## src/hw/mem_cfg_pkg.sv

```systemverilog
package mem_cfg_pkg;

    // Result of a read that hits the word being written in the same cycle
    typedef enum logic [1:0] {
        RDW_DONT_CARE,
        RDW_OLD_DATA,
        RDW_NEW_DATA
    } rdw_mode_e;

endpackage

```

## src/hw/stream_pkg.sv

```systemverilog
package stream_pkg;

    // Collector phase, idle until the first word shows up
    typedef enum logic {
        COLLECT_IDLE,
        COLLECT_DRAIN
    } collect_state_e;

    // Largest supported log2 lane count
    localparam int LANE_SEL_W_MAX = 3;

    // Lane-select register, sized for the largest lane count
    typedef logic [LANE_SEL_W_MAX-1:0] lane_sel_t;

endpackage

```

## src/hw/lane_if.sv

```systemverilog
`timescale 1ns/1ns

interface lane_if #(
    parameter int WIDTH = 20
) ();
    logic             valid;
    logic             ready;
    logic [WIDTH-1:0] data;
    logic             last_pop;

    // Pulses on every accepted word
    assign last_pop = valid && ready;

    modport source (
        output valid,
        output data,
        input  ready,
        input  last_pop
    );

    modport sink (
        input  valid,
        input  data,
        output ready,
        input  last_pop
    );
endinterface

```

## src/hw/memory_mlab.sv

```systemverilog
`timescale 1ns/1ns

module memory_mlab
    import mem_cfg_pkg::*;
#(
    parameter int        WIDTH             = 20,
    parameter int        DEPTH_LOG2        = 4,
    parameter rdw_mode_e READ_DURING_WRITE = RDW_OLD_DATA,
    parameter int        OUTPUT_REGISTER   = 1
) (
    input  logic                  clk,
    input  logic                  rstReadAddr,
    input  logic                  write_enable,
    input  logic [DEPTH_LOG2-1:0] write_addr,
    input  logic [WIDTH-1:0]      data_in,
    input  logic                  read_stall,
    input  logic [DEPTH_LOG2-1:0] read_addr,
    output logic [WIDTH-1:0]      data_out
);
    logic [WIDTH-1:0]      mem [1 << DEPTH_LOG2];
    logic [DEPTH_LOG2-1:0] write_addr_reg;
    logic [WIDTH-1:0]      write_data_reg;
    logic                  write_enable_reg;
    logic [DEPTH_LOG2-1:0] read_addr_reg;
    logic                  read_fresh;
    logic                  collision;
    logic [WIDTH-1:0]      data_from_mem;

    // Write goes through one register stage before the array
    always_ff @(posedge clk) begin
        if (write_enable_reg) begin
            mem[write_addr_reg] <= write_data_reg;
        end
        write_addr_reg <= write_addr;
        write_data_reg <= data_in;
    end

    always_ff @(posedge clk or posedge rstReadAddr) begin
        if (rstReadAddr) begin
            write_enable_reg <= 1'b0;
            read_addr_reg    <= '0;
            read_fresh       <= 1'b0;
        end else begin
            write_enable_reg <= write_enable;
            read_fresh       <= !read_stall;
            if (!read_stall) begin
                read_addr_reg <= read_addr;
            end
        end
    end

    assign collision = write_enable_reg && (write_addr_reg == read_addr_reg);

    always_comb begin
        data_from_mem = mem[read_addr_reg];
        if (collision) begin
            case (READ_DURING_WRITE)
                RDW_DONT_CARE: data_from_mem = 'x;
                RDW_NEW_DATA:  data_from_mem = write_data_reg;
                default:       data_from_mem = mem[read_addr_reg];
            endcase
        end
    end

    if (OUTPUT_REGISTER != 0) begin : g_out_reg
        logic [WIDTH-1:0] data_out_reg;

        always_ff @(posedge clk) begin
            data_out_reg <= data_from_mem;
        end
        assign data_out = data_out_reg;
    end else begin : g_out_comb
        assign data_out = data_from_mem;
    end

    // A freshly taken read address must not meet a pending write here
    assert property (@(posedge clk) disable iff (rstReadAddr)
        !(READ_DURING_WRITE == RDW_DONT_CARE && read_fresh && collision))
        else $error("memory_mlab: read collides with pending write");
endmodule

```

## src/hw/lane_fifo.sv

```systemverilog
`timescale 1ns/1ns

module lane_fifo
    import mem_cfg_pkg::*;
#(
    parameter int        WIDTH             = 20,
    parameter int        DEPTH_LOG2        = 4,
    parameter int        OUTPUT_REGISTER   = 1,
    parameter rdw_mode_e READ_DURING_WRITE = RDW_OLD_DATA
) (
    input logic    clk,
    input logic    rstReadAddr,
    lane_if.sink   in_lane,
    lane_if.source out_lane
);
    localparam int            LAT   = 1 + OUTPUT_REGISTER;
    localparam int            CW    = DEPTH_LOG2 + 1;
    localparam logic [CW-1:0] DEPTH = CW'(1 << DEPTH_LOG2);

    logic [DEPTH_LOG2-1:0] wr_ptr;
    logic [DEPTH_LOG2-1:0] rd_ptr;
    logic [CW-1:0]         stored;
    logic [CW-1:0]         visible;
    logic                  push;
    logic                  push_q;
    logic                  pop;
    logic                  issue;
    logic                  land;
    logic [LAT-1:0]        in_flight;
    logic [1:0]            in_flight_cnt;
    logic [WIDTH-1:0]      mem_data;
    logic [WIDTH-1:0]      skid_data [2];
    logic                  skid_wr;
    logic                  skid_rd;
    logic [1:0]            skid_count;

    assign push          = in_lane.last_pop;
    assign pop           = out_lane.last_pop;
    assign in_lane.ready = (stored != DEPTH);
    assign land          = in_flight[LAT-1];
    assign in_flight_cnt = 2'($countones(in_flight));

    // Skid must hold every read in flight plus the new one
    assign issue = (visible != '0) &&
                   (3'(skid_count) + 3'(in_flight_cnt) < 3'd2 + 3'(pop));

    memory_mlab #(
        .WIDTH            (WIDTH),
        .DEPTH_LOG2       (DEPTH_LOG2),
        .READ_DURING_WRITE(READ_DURING_WRITE),
        .OUTPUT_REGISTER  (OUTPUT_REGISTER)
    ) u_mem (
        .clk         (clk),
        .rstReadAddr (rstReadAddr),
        .write_enable(push),
        .write_addr  (wr_ptr),
        .data_in     (in_lane.data),
        .read_stall  (!issue),
        .read_addr   (rd_ptr),
        .data_out    (mem_data)
    );

    always_ff @(posedge clk or posedge rstReadAddr) begin
        if (rstReadAddr) begin
            wr_ptr    <= '0;
            rd_ptr    <= '0;
            stored    <= '0;
            visible   <= '0;
            push_q    <= 1'b0;
            in_flight <= '0;
        end else begin
            push_q <= push;
            if (push) begin
                wr_ptr <= wr_ptr + DEPTH_LOG2'(1);
            end
            if (issue) begin
                rd_ptr <= rd_ptr + DEPTH_LOG2'(1);
            end
            stored <= stored + CW'(push) - CW'(issue);
            // Counts a word only once the write pipe has stored it
            visible   <= visible + CW'(push_q) - CW'(issue);
            in_flight <= LAT'({in_flight, issue});
        end
    end

    // Two-entry output skid
    always_ff @(posedge clk) begin
        if (land) begin
            skid_data[skid_wr] <= mem_data;
        end
    end

    always_ff @(posedge clk or posedge rstReadAddr) begin
        if (rstReadAddr) begin
            skid_wr    <= 1'b0;
            skid_rd    <= 1'b0;
            skid_count <= '0;
        end else begin
            if (land) begin
                skid_wr <= !skid_wr;
            end
            if (pop) begin
                skid_rd <= !skid_rd;
            end
            skid_count <= skid_count + 2'(land) - 2'(pop);
        end
    end

    assign out_lane.valid = (skid_count != 2'd0);
    assign out_lane.data  = skid_data[skid_rd];

    // Equal pointers with a nonzero count means full
    assert property (@(posedge clk) disable iff (rstReadAddr)
        push |-> (wr_ptr != rd_ptr) || (stored == '0))
        else $error("lane_fifo: push while full");

    assert property (@(posedge clk) disable iff (rstReadAddr)
        land |-> (skid_count != 2'd2) || pop)
        else $error("lane_fifo: skid overflow");
endmodule

```

## src/hw/lane_distributor.sv

```systemverilog
`timescale 1ns/1ns

module lane_distributor
    import stream_pkg::*;
#(
    parameter int WIDTH      = 20,
    parameter int LANES_LOG2 = 2
) (
    input  logic             clk,
    input  logic             rstReadAddr,
    input  logic             in_valid,
    output logic             in_ready,
    input  logic [WIDTH-1:0] in_data,
    lane_if.source           lanes [1 << LANES_LOG2]
);
    localparam int        LANES = 1 << LANES_LOG2;
    localparam lane_sel_t LAST  = lane_sel_t'(LANES - 1);

    lane_sel_t        sel;
    logic [LANES-1:0] hit;
    logic [LANES-1:0] ready_hit;
    logic [LANES-1:0] lane_pop;

    for (genvar i = 0; i < LANES; i++) begin : g_lane
        assign hit[i]         = (sel == lane_sel_t'(i));
        assign lanes[i].valid = in_valid && hit[i];
        assign lanes[i].data  = in_data;
        assign ready_hit[i]   = lanes[i].ready && hit[i];
        assign lane_pop[i]    = lanes[i].last_pop;
    end

    assign in_ready = |ready_hit;

    // Next lane after every accepted word
    always_ff @(posedge clk or posedge rstReadAddr) begin
        if (rstReadAddr) begin
            sel <= '0;
        end else if (|lane_pop) begin
            sel <= (sel == LAST) ? '0 : sel + lane_sel_t'(1);
        end
    end
endmodule

```

## src/hw/lane_collector.sv

```systemverilog
`timescale 1ns/1ns

module lane_collector
    import stream_pkg::*;
#(
    parameter int WIDTH      = 20,
    parameter int LANES_LOG2 = 2
) (
    input  logic             clk,
    input  logic             rstReadAddr,
    lane_if.sink             lanes [1 << LANES_LOG2],
    output logic             out_valid,
    input  logic             out_ready,
    output logic [WIDTH-1:0] out_data
);
    localparam int        LANES = 1 << LANES_LOG2;
    localparam lane_sel_t LAST  = lane_sel_t'(LANES - 1);

    lane_sel_t        sel;
    logic [LANES-1:0] hit;
    logic [LANES-1:0] valid_hit;
    logic [WIDTH-1:0] data_hit [LANES];
    logic             take;

    for (genvar i = 0; i < LANES; i++) begin : g_lane
        assign hit[i]         = (sel == lane_sel_t'(i));
        assign valid_hit[i]   = lanes[i].valid && hit[i];
        assign data_hit[i]    = hit[i] ? lanes[i].data : '0;
        assign lanes[i].ready = out_ready && hit[i];
    end

    assign out_valid = |valid_hit;
    assign take      = out_valid && out_ready;

    always_comb begin
        out_data = '0;
        for (int k = 0; k < LANES; k++) begin
            out_data = out_data | data_hit[k];
        end
    end

    always_ff @(posedge clk or posedge rstReadAddr) begin
        if (rstReadAddr) begin
            sel <= '0;
        end else if (take) begin
            sel <= (sel == LAST) ? '0 : sel + lane_sel_t'(1);
        end
    end

    // Held word stays put until taken, which relies on the lane skid
    assert property (@(posedge clk) disable iff (rstReadAddr)
        out_valid && !out_ready |=> out_valid && $stable(out_data))
        else $error("lane_collector: output word changed while stalled");
endmodule

```

## src/hw/banked_fifo_top.sv

```systemverilog
`timescale 1ns/1ns

module banked_fifo_top
    import mem_cfg_pkg::*;
#(
    parameter int        WIDTH             = 20,
    parameter int        DEPTH_LOG2        = 4,
    parameter int        LANES_LOG2        = 2,
    parameter int        OUTPUT_REGISTER   = 1,
    parameter rdw_mode_e READ_DURING_WRITE = RDW_OLD_DATA
) (
    input  logic             clk,
    input  logic             rstReadAddr,
    input  logic             in_valid,
    output logic             in_ready,
    input  logic [WIDTH-1:0] in_data,
    output logic             out_valid,
    input  logic             out_ready,
    output logic [WIDTH-1:0] out_data
);
    localparam int LANES = 1 << LANES_LOG2;

    lane_if #(.WIDTH(WIDTH)) in_lanes  [LANES] ();
    lane_if #(.WIDTH(WIDTH)) out_lanes [LANES] ();

    lane_distributor #(
        .WIDTH     (WIDTH),
        .LANES_LOG2(LANES_LOG2)
    ) u_dist (
        .clk        (clk),
        .rstReadAddr(rstReadAddr),
        .in_valid   (in_valid),
        .in_ready   (in_ready),
        .in_data    (in_data),
        .lanes      (in_lanes)
    );

    for (genvar i = 0; i < LANES; i++) begin : g_lane
        lane_fifo #(
            .WIDTH            (WIDTH),
            .DEPTH_LOG2       (DEPTH_LOG2),
            .OUTPUT_REGISTER  (OUTPUT_REGISTER),
            .READ_DURING_WRITE(READ_DURING_WRITE)
        ) u_fifo (
            .clk        (clk),
            .rstReadAddr(rstReadAddr),
            .in_lane    (in_lanes[i]),
            .out_lane   (out_lanes[i])
        );
    end

    lane_collector #(
        .WIDTH     (WIDTH),
        .LANES_LOG2(LANES_LOG2)
    ) u_coll (
        .clk        (clk),
        .rstReadAddr(rstReadAddr),
        .lanes      (out_lanes),
        .out_valid  (out_valid),
        .out_ready  (out_ready),
        .out_data   (out_data)
    );
endmodule

```

## config.mk

```make
export PLATFORM = sky130hd
export DESIGN_NAME = banked_fifo_top
export DESIGN_NICKNAME = d
export VERILOG_FILES = /design/src/hw/mem_cfg_pkg.sv /design/src/hw/stream_pkg.sv /design/src/hw/lane_if.sv /design/src/hw/memory_mlab.sv /design/src/hw/lane_fifo.sv /design/src/hw/lane_distributor.sv /design/src/hw/lane_collector.sv /design/src/hw/banked_fifo_top.sv
export SDC_FILE = /design/constraint.sdc
export NUM_CORES = 1
export LEC_CHECK = 0
export BUFFER_PORTS_ARGS = -buffer_cell sky130_fd_sc_hd__buf_2
export CAP_MARGIN = 10
export CORE_MARGIN = 2
export CORE_UTILIZATION = 40
export DETAILED_ROUTE_END_ITERATION = 6
export SETUP_SLACK_MARGIN = 0.5
export SLEW_MARGIN = 20
export SYNTH_ARGS = -nofsm -noshare
export SYNTH_HDL_FRONTEND = slang
export SYNTH_SLANG_ARGS = --single-unit
```

## constraint.sdc

```tcl
create_clock -name clk -period 8.1 [get_ports clk]
set_input_delay 1.62 -clock clk [delete_from_list [all_inputs] [get_ports clk]]
set_output_delay 1.62 -clock clk [all_outputs]
set_load 0.005 [all_outputs]
```

== Yosys cells after proc, flatten, opt, wreduce, memory -nomap -nowiden ==
Memories as Yosys holds them, arrays and structs flattened. A register that Yosys moved wholly into a read port is not among the register bits.
Index checks and enable logic that the tools add are counted.

* $add $sub $neg: 46
* $lt $le $gt $ge: 4
* Equality and inequality tests: 10
* Muxes and demuxes: 22
* Bitwise operators: 3
* Reductions and logical operators: 50

{| class="wikitable"
|+ Operators with widths
! kind !! count
|-
| $mux 20 || 4
|-
| $or 20x20->20 || 3
|-
| $add 5x1->5 || 8
|-
| $sub 5x1->5 || 8
|-
| $add 4x1->4 const B || 8
|-
| $logic_and 1x1->1 || 29
|-
| $ne 5x5->1 const B || 4
|-
| $reduce_bool 5->1 || 4
|-
| $mux 1 || 16
|-
| $add 2x1->3 const A || 4
|-
| $add 2x2->3 || 4
|-
| $eq 3x2->1 const B || 4
|-
| $lt 3x3->1 || 4
|-
| $reduce_or 4->1 || 3
|-
| $add 1x1->2 || 4
|-
| $add 2x1->2 || 4
|-
| $logic_not 1->1 || 8
|-
| $reduce_bool 2->1 || 4
|-
| $sub 2x1->2 || 4
|-
| $add 3x1->3 const B || 2
|-
| $eq 3x1->1 const B || 2
|-
| $logic_not 3->1 || 2
|-
| $mux 3 || 2
|}

* Bits in registers: 158
* Bits in writable memories: 1,440
* Input bits: 24
* Output and inout port bits: 22
* Word-level logic and storage cells: 190
* Memories kept: 8

{| class="wikitable"
|+ Memories
! name !! words !! width !! rd ports !! clocked after Yosys merged registers in !! wr ports !! line !! RTL
|-
| g_lane[0].u_fifo.u_mem.mem || 16 || 20 || 1 || 1 || 1 || memory_mlab.sv:20 || <nowiki>logic [WIDTH-1:0] mem [1 << DEPTH_LOG2];</nowiki>
|-
| g_lane[1].u_fifo.u_mem.mem || 16 || 20 || 1 || 1 || 1 || memory_mlab.sv:20 ||
|-
| g_lane[2].u_fifo.u_mem.mem || 16 || 20 || 1 || 1 || 1 || memory_mlab.sv:20 ||
|-
| g_lane[3].u_fifo.u_mem.mem || 16 || 20 || 1 || 1 || 1 || memory_mlab.sv:20 ||
|-
| g_lane[0].u_fifo.skid_data || 2 || 20 || 1 || 0 || 1 || lane_fifo.sv:32 || <nowiki>logic [WIDTH-1:0] skid_data [2];</nowiki>
|-
| g_lane[1].u_fifo.skid_data || 2 || 20 || 1 || 0 || 1 || lane_fifo.sv:32 ||
|-
| 2 more memories || -- || -- || -- || -- || -- || -- ||
|}

== Logic depth before layout (Yosys ltp) ==
Gate-level depths: netlist (run 1).

* Depth after elaboration: 7
* Gate-level depth with buffers: 16
* Gate-level depth less buffers: 16

== By module ==
A second synthesis (run 1) with hierarchy kept.

* Cell total of the unflattened synthesis: 3,146
* Area total of the unflattened synthesis: 64,956.0 sq um

{| class="wikitable"
|+ By module, submodules not included
! module !! times used !! cells an instance !! area each (sq um) !! sequential area each (sq um)
|-
| memory_mlab || 4 || 567 || 13,122.6 || 10,615.2
|-
| lane_fifo (g_lane[0].u_fifo ...) || 3 || 167 || 2,715.1 || 1,826.8
|-
| lane_fifo (g_lane[3].u_fifo) || 1 || 167 || 2,716.4 || 1,826.8
|-
| lane_distributor || 1 || 107 || 853.3 || 75.1
|-
| lane_collector || 1 || 95 || 700.7 || 75.1
|-
| banked_fifo_top || 1 || 8 || 50.0 || 0.0
|}

== Worst setup path after synthesis (run 1) ==
No wires, ideal clock.

* Path type: input-to-reg
* Start point: input out_ready
* End point: register g_lane[2].u_fifo.stored[4]
* Setup time: 0.080 ns
* Data arrival time: 3.753 ns
* Data required time: 8.020 ns
* Path slack: 4.267 ns
* Cell stages on the path: 13
* Buffers on the path: 0
* Cells stage by stage: nand2b_1 o41ai_1 nand2_2 inv_1 ha_1 inv_1 ha_1 inv_1 fa_1 inv_1 a21oi_1 o21bai_1 xnor2_1

* Longest elaborated chain between the ends: 6

{| class="wikitable"
|+ Ends and longest elaborated chain
! what !! line !! RTL
|-
| start: declaration || banked_fifo_top.sv:18 || <nowiki>input logic out_ready,</nowiki>
|-
| $logic_and 1x1->1 || lane_collector.sv:29 || <nowiki>assign lanes[i].ready = out_ready && hit[i];</nowiki>
|-
| $logic_and 1x1->1 || lane_if.sv:12 || <nowiki>assign last_pop = valid && ready;</nowiki>
|-
| $add 2x1->3 || lane_fifo.sv:45 || <nowiki>(3'(skid_count) + 3'(in_flight_cnt) < 3'd2 + 3'(pop));</nowiki>
|-
| $lt 3x3->1 || lane_fifo.sv:45 ||
|-
| $logic_and 1x1->1 || lane_fifo.sv:44 || <nowiki>assign issue = (visible != '0) &&</nowiki>
|-
| via g_lane[2].u_fifo.issue || lane_fifo.sv:27 || <nowiki>logic issue;</nowiki>
|-
| $sub 5x1->5 || lane_fifo.sv:79 || <nowiki>stored <= stored + CW'(push) - CW'(issue);</nowiki>
|-
| end signal: assignment || lane_fifo.sv:79 ||
|-
| end: declaration || lane_fifo.sv:22 || <nowiki>logic [CW-1:0] stored;</nowiki>
|}

The timed path passes the listed nets, and every way through them passes these cells.
A chain may end at the register's enable or synchronous reset.

== Final worst setup path (run 1) ==
* Start point: register u_coll.sel[0]
* End point: output out_valid

* Longest elaborated chain between the ends: 3
* Elaborated cells on any way between the ends: 9
* Classes of those cells: 3 x eq/ne; 6 x reduce/logical

{| class="wikitable"
|+ Ends and longest elaborated chain
! what !! line !! RTL
|-
| start: declaration || lane_collector.sv:19 || <nowiki>lane_sel_t sel;</nowiki>
|-
| start signal: assignment || lane_collector.sv:46 || <nowiki>sel <= (sel == LAST) ? '0 : sel + lane_sel_t'(1);</nowiki>
|-
| $eq 3x1->1 (tied with other cells) || lane_collector.sv:26 || <nowiki>assign hit[i] = (sel == lane_sel_t'(i));</nowiki>
|-
| $logic_and 1x1->1 || lane_collector.sv:27 || <nowiki>assign valid_hit[i] = lanes[i].valid && hit[i];</nowiki>
|-
| $reduce_or 4->1 * || lane_collector.sv:32 || <nowiki>assign out_valid = |valid_hit;</nowiki>
|-
| end: declaration || banked_fifo_top.sv:17 || <nowiki>output logic out_valid,</nowiki>
|}

Every way passes the cells marked *; elsewhere a longest branch is shown, timed or not.

==> results of run 1 <==
metal layers:
layer | up-vias | wire (um) | global-route usage [%]
met4 | 6 | 3060 | 4.94
li1 | 12008 | - | -
met3 | 192 | 8110 | 2.85
met2 | 792 | 68800 | 28.4
met5 | - | 41 | 0
met1 | 15122 | 57100 | 23.1
cells in the final DEF (no fill, tap or decap), drive strengths merged, types with 41 or more instances in the layout:
cell type | netlist | routed
dfxtp | 116 | 116
ha | 76 | 76
edfxtp | 1440 | 1440
mux2i | 84 | 84
xnor2 | 44 | 44
o22ai | 41 | 41
mux4 | 400 | 400
buf | 73 | 121
clkinv | 0 | 56
inv | 82 | 93
clkbuf | 35 | 228
dfrtp | 122 | 122
nor2 | 77 | 77
metrics by stage:
step	util [%]	setup WS (ns)
final	45.8	3.36
after floorplan	-	3.24
after CTS	45.8	3.36
after global routing	45.8	3.24
after global placement	42.1	3.56
after detailed placement	42.1	3.42
path summary, 6_finish.rpt:
| kind | depth (start not counted) | endpoint | slack [ns] |
|---|---|---|---|
| max | 5 | out_valid | 3.36 |
| min | 0 | g_lane[2].u_fifo.in_flight[1] | 0.37 |
| max reg2reg | 15 | g_lane[0].u_fifo.visible[4] | 4.19 |
| min reg2reg | 0 | g_lane[2].u_fifo.in_flight[1] | 0.37 |
| max in group asynchronous | 3 | g_lane[2].u_fifo.u_mem.read_addr_reg[0] | 5.75 |
| min in group asynchronous | 2 | g_lane[3].u_fifo.wr_ptr[2] | 0.91 |
power by group:
group / internal (mW) / total [mW] / switching (mW)
Combinational: 3.34 / 6.75 / 3.41
Sequential: 10.8 / 11.8 / 1.05
Clock: 4.77 / 8.01 / 3.24
logic make-up after synthesis:
kind of cell / Yosys count / share of synthesized area [%]
AOI/OAI and AO/OA: 80 / 0.808
adders and majority gates: 88 / 1.88
muxes: 508 / 16.6
DFF: 1678 / 76.6
xor gates and xnor gates: 72 / 0.993
buffers and inverters: 192 / 1.59
and+or+nand+nor: 194 / 1.53
worst max-delay path: cells and delay by family, from the launching register on:
kind            cells  cell delay [ns]
compound gates      1             0.41
buf+inv             1             0.15
fa+ha+maj           1             0.24
simple gates        2             1.13
flops               1             0.40
final cells by class:
| type | count | area (um2) | share of cell area, % |
|---|---|---|---|
| diodes | 4 | 10.0 | 0.0138 |
| multi-input cells | 942 | 14200 | 19.6 |
| repair buffers | 121 | 803 | 1.11 |
| clock inverters | 94 | 970 | 1.34 |
| inverters | 82 | 313 | 0.432 |
| flip-flops and latches | 1678 | 48700 | 67.2 |
| well taps | 2072 | 2590 | 3.58 |
| clock buffers | 228 | 4820 | 6.66 |
==> PnR_summary.wiki, run 1 <==
{| class="wikitable"
! Metric !! Value
|-
| Number of distinct library cell variants in the gate-level netlist after synthesis || 45
|-
| #FFs+latches synth || 1,678
|-
| Number of buffers inserted by post-CTS setup repair || 0
|-
| Total cell area at the placement stage || 66,600 um2
|-
| # DRC || 0
|-
| Async set or reset register ratio after synthesis || between 7 and 8%
|-
| Dominant cells by area after synthesis || sky130_fd_sc_hd__edfxtp_1 (68%), sky130_fd_sc_hd__mux4_2 (9.9%), sky130_fd_sc_hd__mux4_1 (5.0%)
|-
| Final setup viols || 0
|-
| Required time reported for the critical path endpoint || 6.48 ns
|-
| Kind of capture point of the worst setup path || primary output
|-
| Via-per-instance ratio || 5.39
|-
| Clock buffer count from CTS || ~170
|-
| Post-layout total power || between 20 and 30 mW
|-
| Starting DRT DRC Count || 2,576
|-
| Cts-stage hold buffer count || 0
|-
| Area overhead of the layout relative to synthesis || 14.0%
|-
| Minimum period implied by the final worst setup slack || ~4.7 ns
|-
| Sequential-to-total area share from yosys stat || between 70% and 80%
|-
| Per-cell routed wire length || between 20 and 30 um
|-
| Crit path launch || u_coll.sel[0]
|-
| # rows || approximately 150
|-
| Max-slew violation count || 0
|-
| Fill cells || roughly 13,000
|-
| Number of enable flip-flop cells after synthesis || about 1,400
|-
| Mapped Nets || 2,924
|-
| LEAKAGE || 24.4 nW
|-
| Final Cycle Share || 58.6%
|-
| Crit path arrival time || 3.12 ns
|-
| Post-synthesis cell type with the largest combined area || sky130_fd_sc_hd__edfxtp_1
|-
| Final clock skew || between 0.02 and 0.025 ns
|-
| GRT Resource Usage Total || 17.0%
|-
| Total wire length after detailed routing || 137,000 um
|-
| Largest driver fanout on the critical path || 23
|-
| Type of element launching the critical path || flip-flop
|-
| Overall die area || 162,000 um2
|-
| Setup repair after global routing missed its margin || no
|-
| CTS max path bufs || 3
|-
| Post-cts sizing count || 0
|-
| Post-synthesis instance area || approximately 64,000 um2
|-
| Final non-filler cell area || just over 70,000 um2
|-
| Outcome || completed
|-
| Total power density per cell area || around 370 nW/um2
|-
| Warnings, synthesis || 0
|-
| Top_reg_cell synth || sky130_fd_sc_hd__edfxtp_1
|-
| H-tree levels || 4
|-
| Number of cells after detailed placement || between 4,000 and 5,000
|-
| Die Y-Extent || 402 um
|-
| I/O pins || 46
|-
| Proportion of layout cells with a drive suffix above 1 || 26.3%
|-
| Initial antenna violation count || 9
|-
| Cell with the most instances after synthesis || sky130_fd_sc_hd__edfxtp_1
|-
| Post-route ant nets || 0
|-
| Core region area || roughly 160,000 um2
|-
| Total iterations of the first detailed-routing run || 5
|-
| Cell with the largest stage delay on the worst path || sky130_fd_sc_hd__nand2b_1
|-
| Effective utilization at floorplan || 40.2%
|-
| Maximum frequency from static timing analysis || 211 MHz
|-
| Global route overflow || 0
|-
| Post-Route Hold Slack || around 0.37 ns
|-
| Vias in the first global route || 29,593
|-
| Half-perimeter wire length after detailed placement || 77,000 um
|-
| Final hold violations || 0
|-
| Commonest cells in the synthesized netlist || sky130_fd_sc_hd__edfxtp_1 (1,440), sky130_fd_sc_hd__mux4_2 (280), sky130_fd_sc_hd__dfrtp_1 (122)
|-
| Total number of vias || approximately 28,000
|-
| Routability Congestion || 0.786
|-
| Sequence of cells on the critical path || ha_1, nand2b_1, o22ai_1, or3_1, buf_2
|-
| Synth Area per Inst || 22.6 um2
|-
| Library cell used as clock root buffer || sky130_fd_sc_hd__clkbuf_16
|-
| Kind of critical path || flip-flop to primary output
|-
| Hold Crit Start || g_lane[2].u_fifo.in_flight[0]
|-
| Count of input and output buffers || 45
|-
| Post-synth top area share || 68.1%
|-
| Worst slew margin relative to its limit || roughly a quarter
|-
| Reg clk slew, reported paths || 0.06 ns
|-
| Clock Sink Count || 1,678
|-
| Worst-Skew Late Latency || 0.80 ns
|-
| Wire length of the first global-routing pass || 201,000 um
|-
| Max-cap viol count || 0
|-
| Highest ir drop seen on vdd || approximately 550 uV
|-
| Slew @ Worst Pin || ~1.1 ns
|-
| Largest register FFs || 1,280
|-
| Startpoint of the worst register-to-register path || u_coll.sel[0]
|-
| Synthesized instance count || about 2,800
|-
| Pin count of the biggest net entering global routing || 82
|-
| CP peak stage delay || 0.64 ns
|-
| Horiz. Die Dim || 402 um
|-
| Cell Count, Final, Fillers Out || approximately 5,200
|-
| Final-layout setup total negative slack || 0 ns
|-
| Kind of path behind the tightest hold check || flip-flop to flip-flop
|-
| CTS tree || done
|-
| Number of nets in the layout || 3,108
|}
(Power assumes the default switching activity.)
==> run 2: changes to the inputs <==
==> constraint.sdc (replaced) <==
create_clock -name clk -period 4.2 [get_ports clk]
set_input_delay 0.84 -clock clk [delete_from_list [all_inputs] [get_ports clk]]
set_output_delay 0.84 -clock clk [all_outputs]
set_load 0.005 [all_outputs]
==> run 2 against run 1 <==
Net effect:
- sequential share of layout area fell by 0.31 points
- global-route usage rose by 0.14 points
- non-clock buffer count rose by 14
- worst hold slack got worse by 0.23 ns
- critical path type unchanged
- largest cell class unchanged
==> PnR_summary.wiki, run 2 (synthesis gave the netlist of run 1 again) <==
{| class="wikitable"
! Metric !! Value
|-
| Outcome || completed
|-
| Library cell used as clock root buffer || sky130_fd_sc_hd__clkbuf_16
|-
| Die Y-Extent || 402 um
|-
| Final Cycle Share || 88.2%
|-
| Minimum period implied by the final worst setup slack || 3.70 ns
|-
| Number of cells after detailed placement || 4,909
|-
| Maximum frequency from static timing analysis || between 200 and 300 MHz
|-
| Type of element launching the critical path || flip-flop
|-
| CP peak stage delay || 0.68 ns
|-
| Top library cells by usage in the layout, fill and taps aside || sky130_fd_sc_hd__edfxtp_1 (1,440), sky130_fd_sc_hd__mux4_2 (280), sky130_fd_sc_hd__clkbuf_16 (174)
|-
| Routability Congestion || 0.781
|-
| Total iterations of the first detailed-routing run || 7
|-
| Horiz. Die Dim || 402 um
|-
| Slew @ Worst Pin || around 1.1 ns
|-
| Final clock skew || 0.0243 ns
|-
| CTS max path bufs || 3
|-
| Largest driver fanout on the critical path || 21
|-
| Clock buffer count from CTS || 173
|-
| CTS tree || done
|-
| # rows || ~150
|-
| LEAKAGE || 24.5 nW
|-
| Required time reported for the critical path endpoint || 3.36 ns
|-
| Critical path buffer and inverter count || 2
|-
| Vias in the first global route || 29,959
|-
| Global route overflow || 0
|-
| Cell with the largest stage delay on the worst path || sky130_fd_sc_hd__o22ai_1
|-
| Sequence of cells on the critical path || inv_1, ha_1, nand2b_4, o22ai_1, or2_2, buf_2
|-
| Proportion of layout cells with a drive suffix above 1 || roughly a quarter
|-
| Per-cell routed wire length || ~26 um
|-
| Kind of path behind the tightest hold check || input port to asynchronous set/reset pin
|-
| Endpoint of the most critical register-to-register path || g_lane[2].u_fifo.stored[4]
|-
| I/O pins || 46
|-
| H-tree levels || 4
|-
| Total wire length after detailed routing || 138,000 um
|-
| Total number of vias || around 28,000
|-
| Overall die area || 162,000 um2
|-
| Kind of critical path || flip-flop to primary output
|-
| Crit path arrival time || 2.86 ns
|-
| Reg clk slew, reported paths || approximately 0.06 ns
|-
| Via-per-instance ratio || around 5.4
|-
| Final core occ || 46.0%
|-
| Fill cells || 12,713
|-
| Worst reg2reg setup slack || 0.74 ns
|-
| Area overhead of the layout relative to synthesis || 14.6%
|-
| Pin count of the biggest net entering global routing || 65
|-
| Starting DRT DRC Count || 2,698
|-
| Setup repair after global routing missed its margin || yes
|-
| Half-perimeter wire length after detailed placement || 77,700 um
|-
| Effective utilization at floorplan || between 40% and 50%
|-
| Worst reg-to-reg path cell count || 15
|-
| Largest register FFs || about 1,300
|-
| Clock Sink Count || 1,678
|-
| Number of nets in the layout || ~3,100
|-
| Final hold violations || 0
|-
| Highest ir drop seen on vdd || 434 uV
|-
| Count of input and output buffers || 45
|-
| Final setup viols || 0
|-
| Post-route ant nets || 0
|-
| Initial antenna violation count || 10
|-
| GRT Resource Usage Total || 17.2%
|-
| Most common cell after layout, fill and taps aside || sky130_fd_sc_hd__edfxtp_1
|-
| Max-slew violation count || 0
|-
| Core region area || ~160,000 um2
|-
| Final non-filler cell area || 72,700 um2
|-
| Kind of capture point of the worst setup path || primary output
|-
| Startpoint of the worst register-to-register path || g_lane[2].u_fifo.in_flight[1]
|-
| Wire length of the first global-routing pass || 202,000 um
|-
| Final-layout setup total negative slack || 0 ns
|-
| Cell Count, Final, Fillers Out || approximately 5,200
|-
| Number of buffers inserted by post-CTS setup repair || 0
|-
| # DRC || 0
|-
| Worst slew margin relative to its limit || 27.7%
|-
| Total power density per cell area || 711 nW/um2
|-
| Max-cap viol count || 0
|-
| Worst-Skew Late Latency || around 0.79 ns
|-
| Crit-path leading delay family || compound AO/OA/AOI/OAI gates
|-
| Total cell area at the placement stage || approximately 67,000 um2
|}
==> run 2: cell types whose count changed in the layout (fill, tap and decap cells not counted), sizes merged <==
| cell | before | now |
|---|---|---|
| inv | 93 | 92 |
| clkinv | 56 | 60 |
| bufinv | 18 | 22 |
| clkbuf | 228 | 230 |
| buf | 121 | 135 |
| diode | 4 | 7 |
| clkinvlp | 9 | 6 |
==> run 2: repair_timing <==
action / 4_1_cts / 5_1_grt
endpoints found under the setup margin: 21 / 23
gates resized for setup: 4 / 6
hold buffers: 0 / 0
==> run 2: how the worst max path moves through the flow <==
stage / startpoint / to / slack (ns) / depth (start not counted)
6_report: u_coll.sel[0] / out_data[6] / 0.50 / 6
5_1_grt: u_coll.sel[0] / out_data[13] / 0.41 / 6
4_1_cts: u_coll.sel[0] / out_data[9] / 0.45 / 6
3_5_place_dp: out_ready / g_lane[2].u_fifo.stored[4] / 0.36 / 14
3_3_place_gp: out_ready / g_lane[2].u_fifo.visible[4] / 0.48 / 14
2_1_floorplan: g_lane[2].u_fifo.skid_count[0] / g_lane[2].u_fifo.stored[4] / 1.05 / 15
==> run 2: layout make-up <==
type / count / area [um2] / area share [%]
clock inverters: 98 / 1160 / 1.59
inverters: 82 / 312 / 0.428
well taps: 2072 / 2590 / 3.56
multi-input cells: 942 / 14300 / 19.6
flip-flops and latches: 1678 / 48700 / 66.9
repair buffers: 135 / 983 / 1.35
clock buffers: 230 / 4740 / 6.52
diodes: 7 / 17.5 / 0.0241
==> run 2: where the power goes <==
part	internal, mW	switching (mW)
Combinational	6.60	6.70
Clock	9.34	6.33
Sequential	20.8	2.01
Total	36.7	15.0
==> run 2: per-layer routing <==
metal | vias up | wire [um] | GRT usage [%]
met5 | - | 12 | 0
met4 | 2 | 2560 | 4.60
met3 | 175 | 8300 | 3.01
met2 | 802 | 69900 | 29.1
met1 | 15215 | 57100 | 23.0
li1 | 12056 | - | -
==> run 2: through the flow <==
step                setup WS (ns)  hold slack [ns]  power (mW)
floorplan                    1.05            0.354        32.1
global placement            0.479            0.359        35.8
detailed placement          0.364            0.379        36.6
CTS                         0.449           0.0925        52.3
global route                0.407            0.122        54.1
finish                      0.497            0.137        51.7
==> run 2: worst reg2reg max path, stage by stage, from the launching register on <==
cell	delay (ns)
sky130_fd_sc_hd__dfrtp_1	0.40
sky130_fd_sc_hd__inv_1	0.13
sky130_fd_sc_hd__fa_1	0.50
sky130_fd_sc_hd__inv_1	0.06
sky130_fd_sc_hd__o41ai_2	0.50
sky130_fd_sc_hd__nand2_2	0.21
sky130_fd_sc_hd__inv_1	0.16
sky130_fd_sc_hd__ha_1	0.25
sky130_fd_sc_hd__inv_1	0.06
sky130_fd_sc_hd__ha_1	0.15
sky130_fd_sc_hd__inv_1	0.06
sky130_fd_sc_hd__fa_1	0.43
sky130_fd_sc_hd__inv_1	0.08
sky130_fd_sc_hd__a21oi_1	0.06
sky130_fd_sc_hd__o21bai_1	0.17
sky130_fd_sc_hd__xnor2_1	0.15
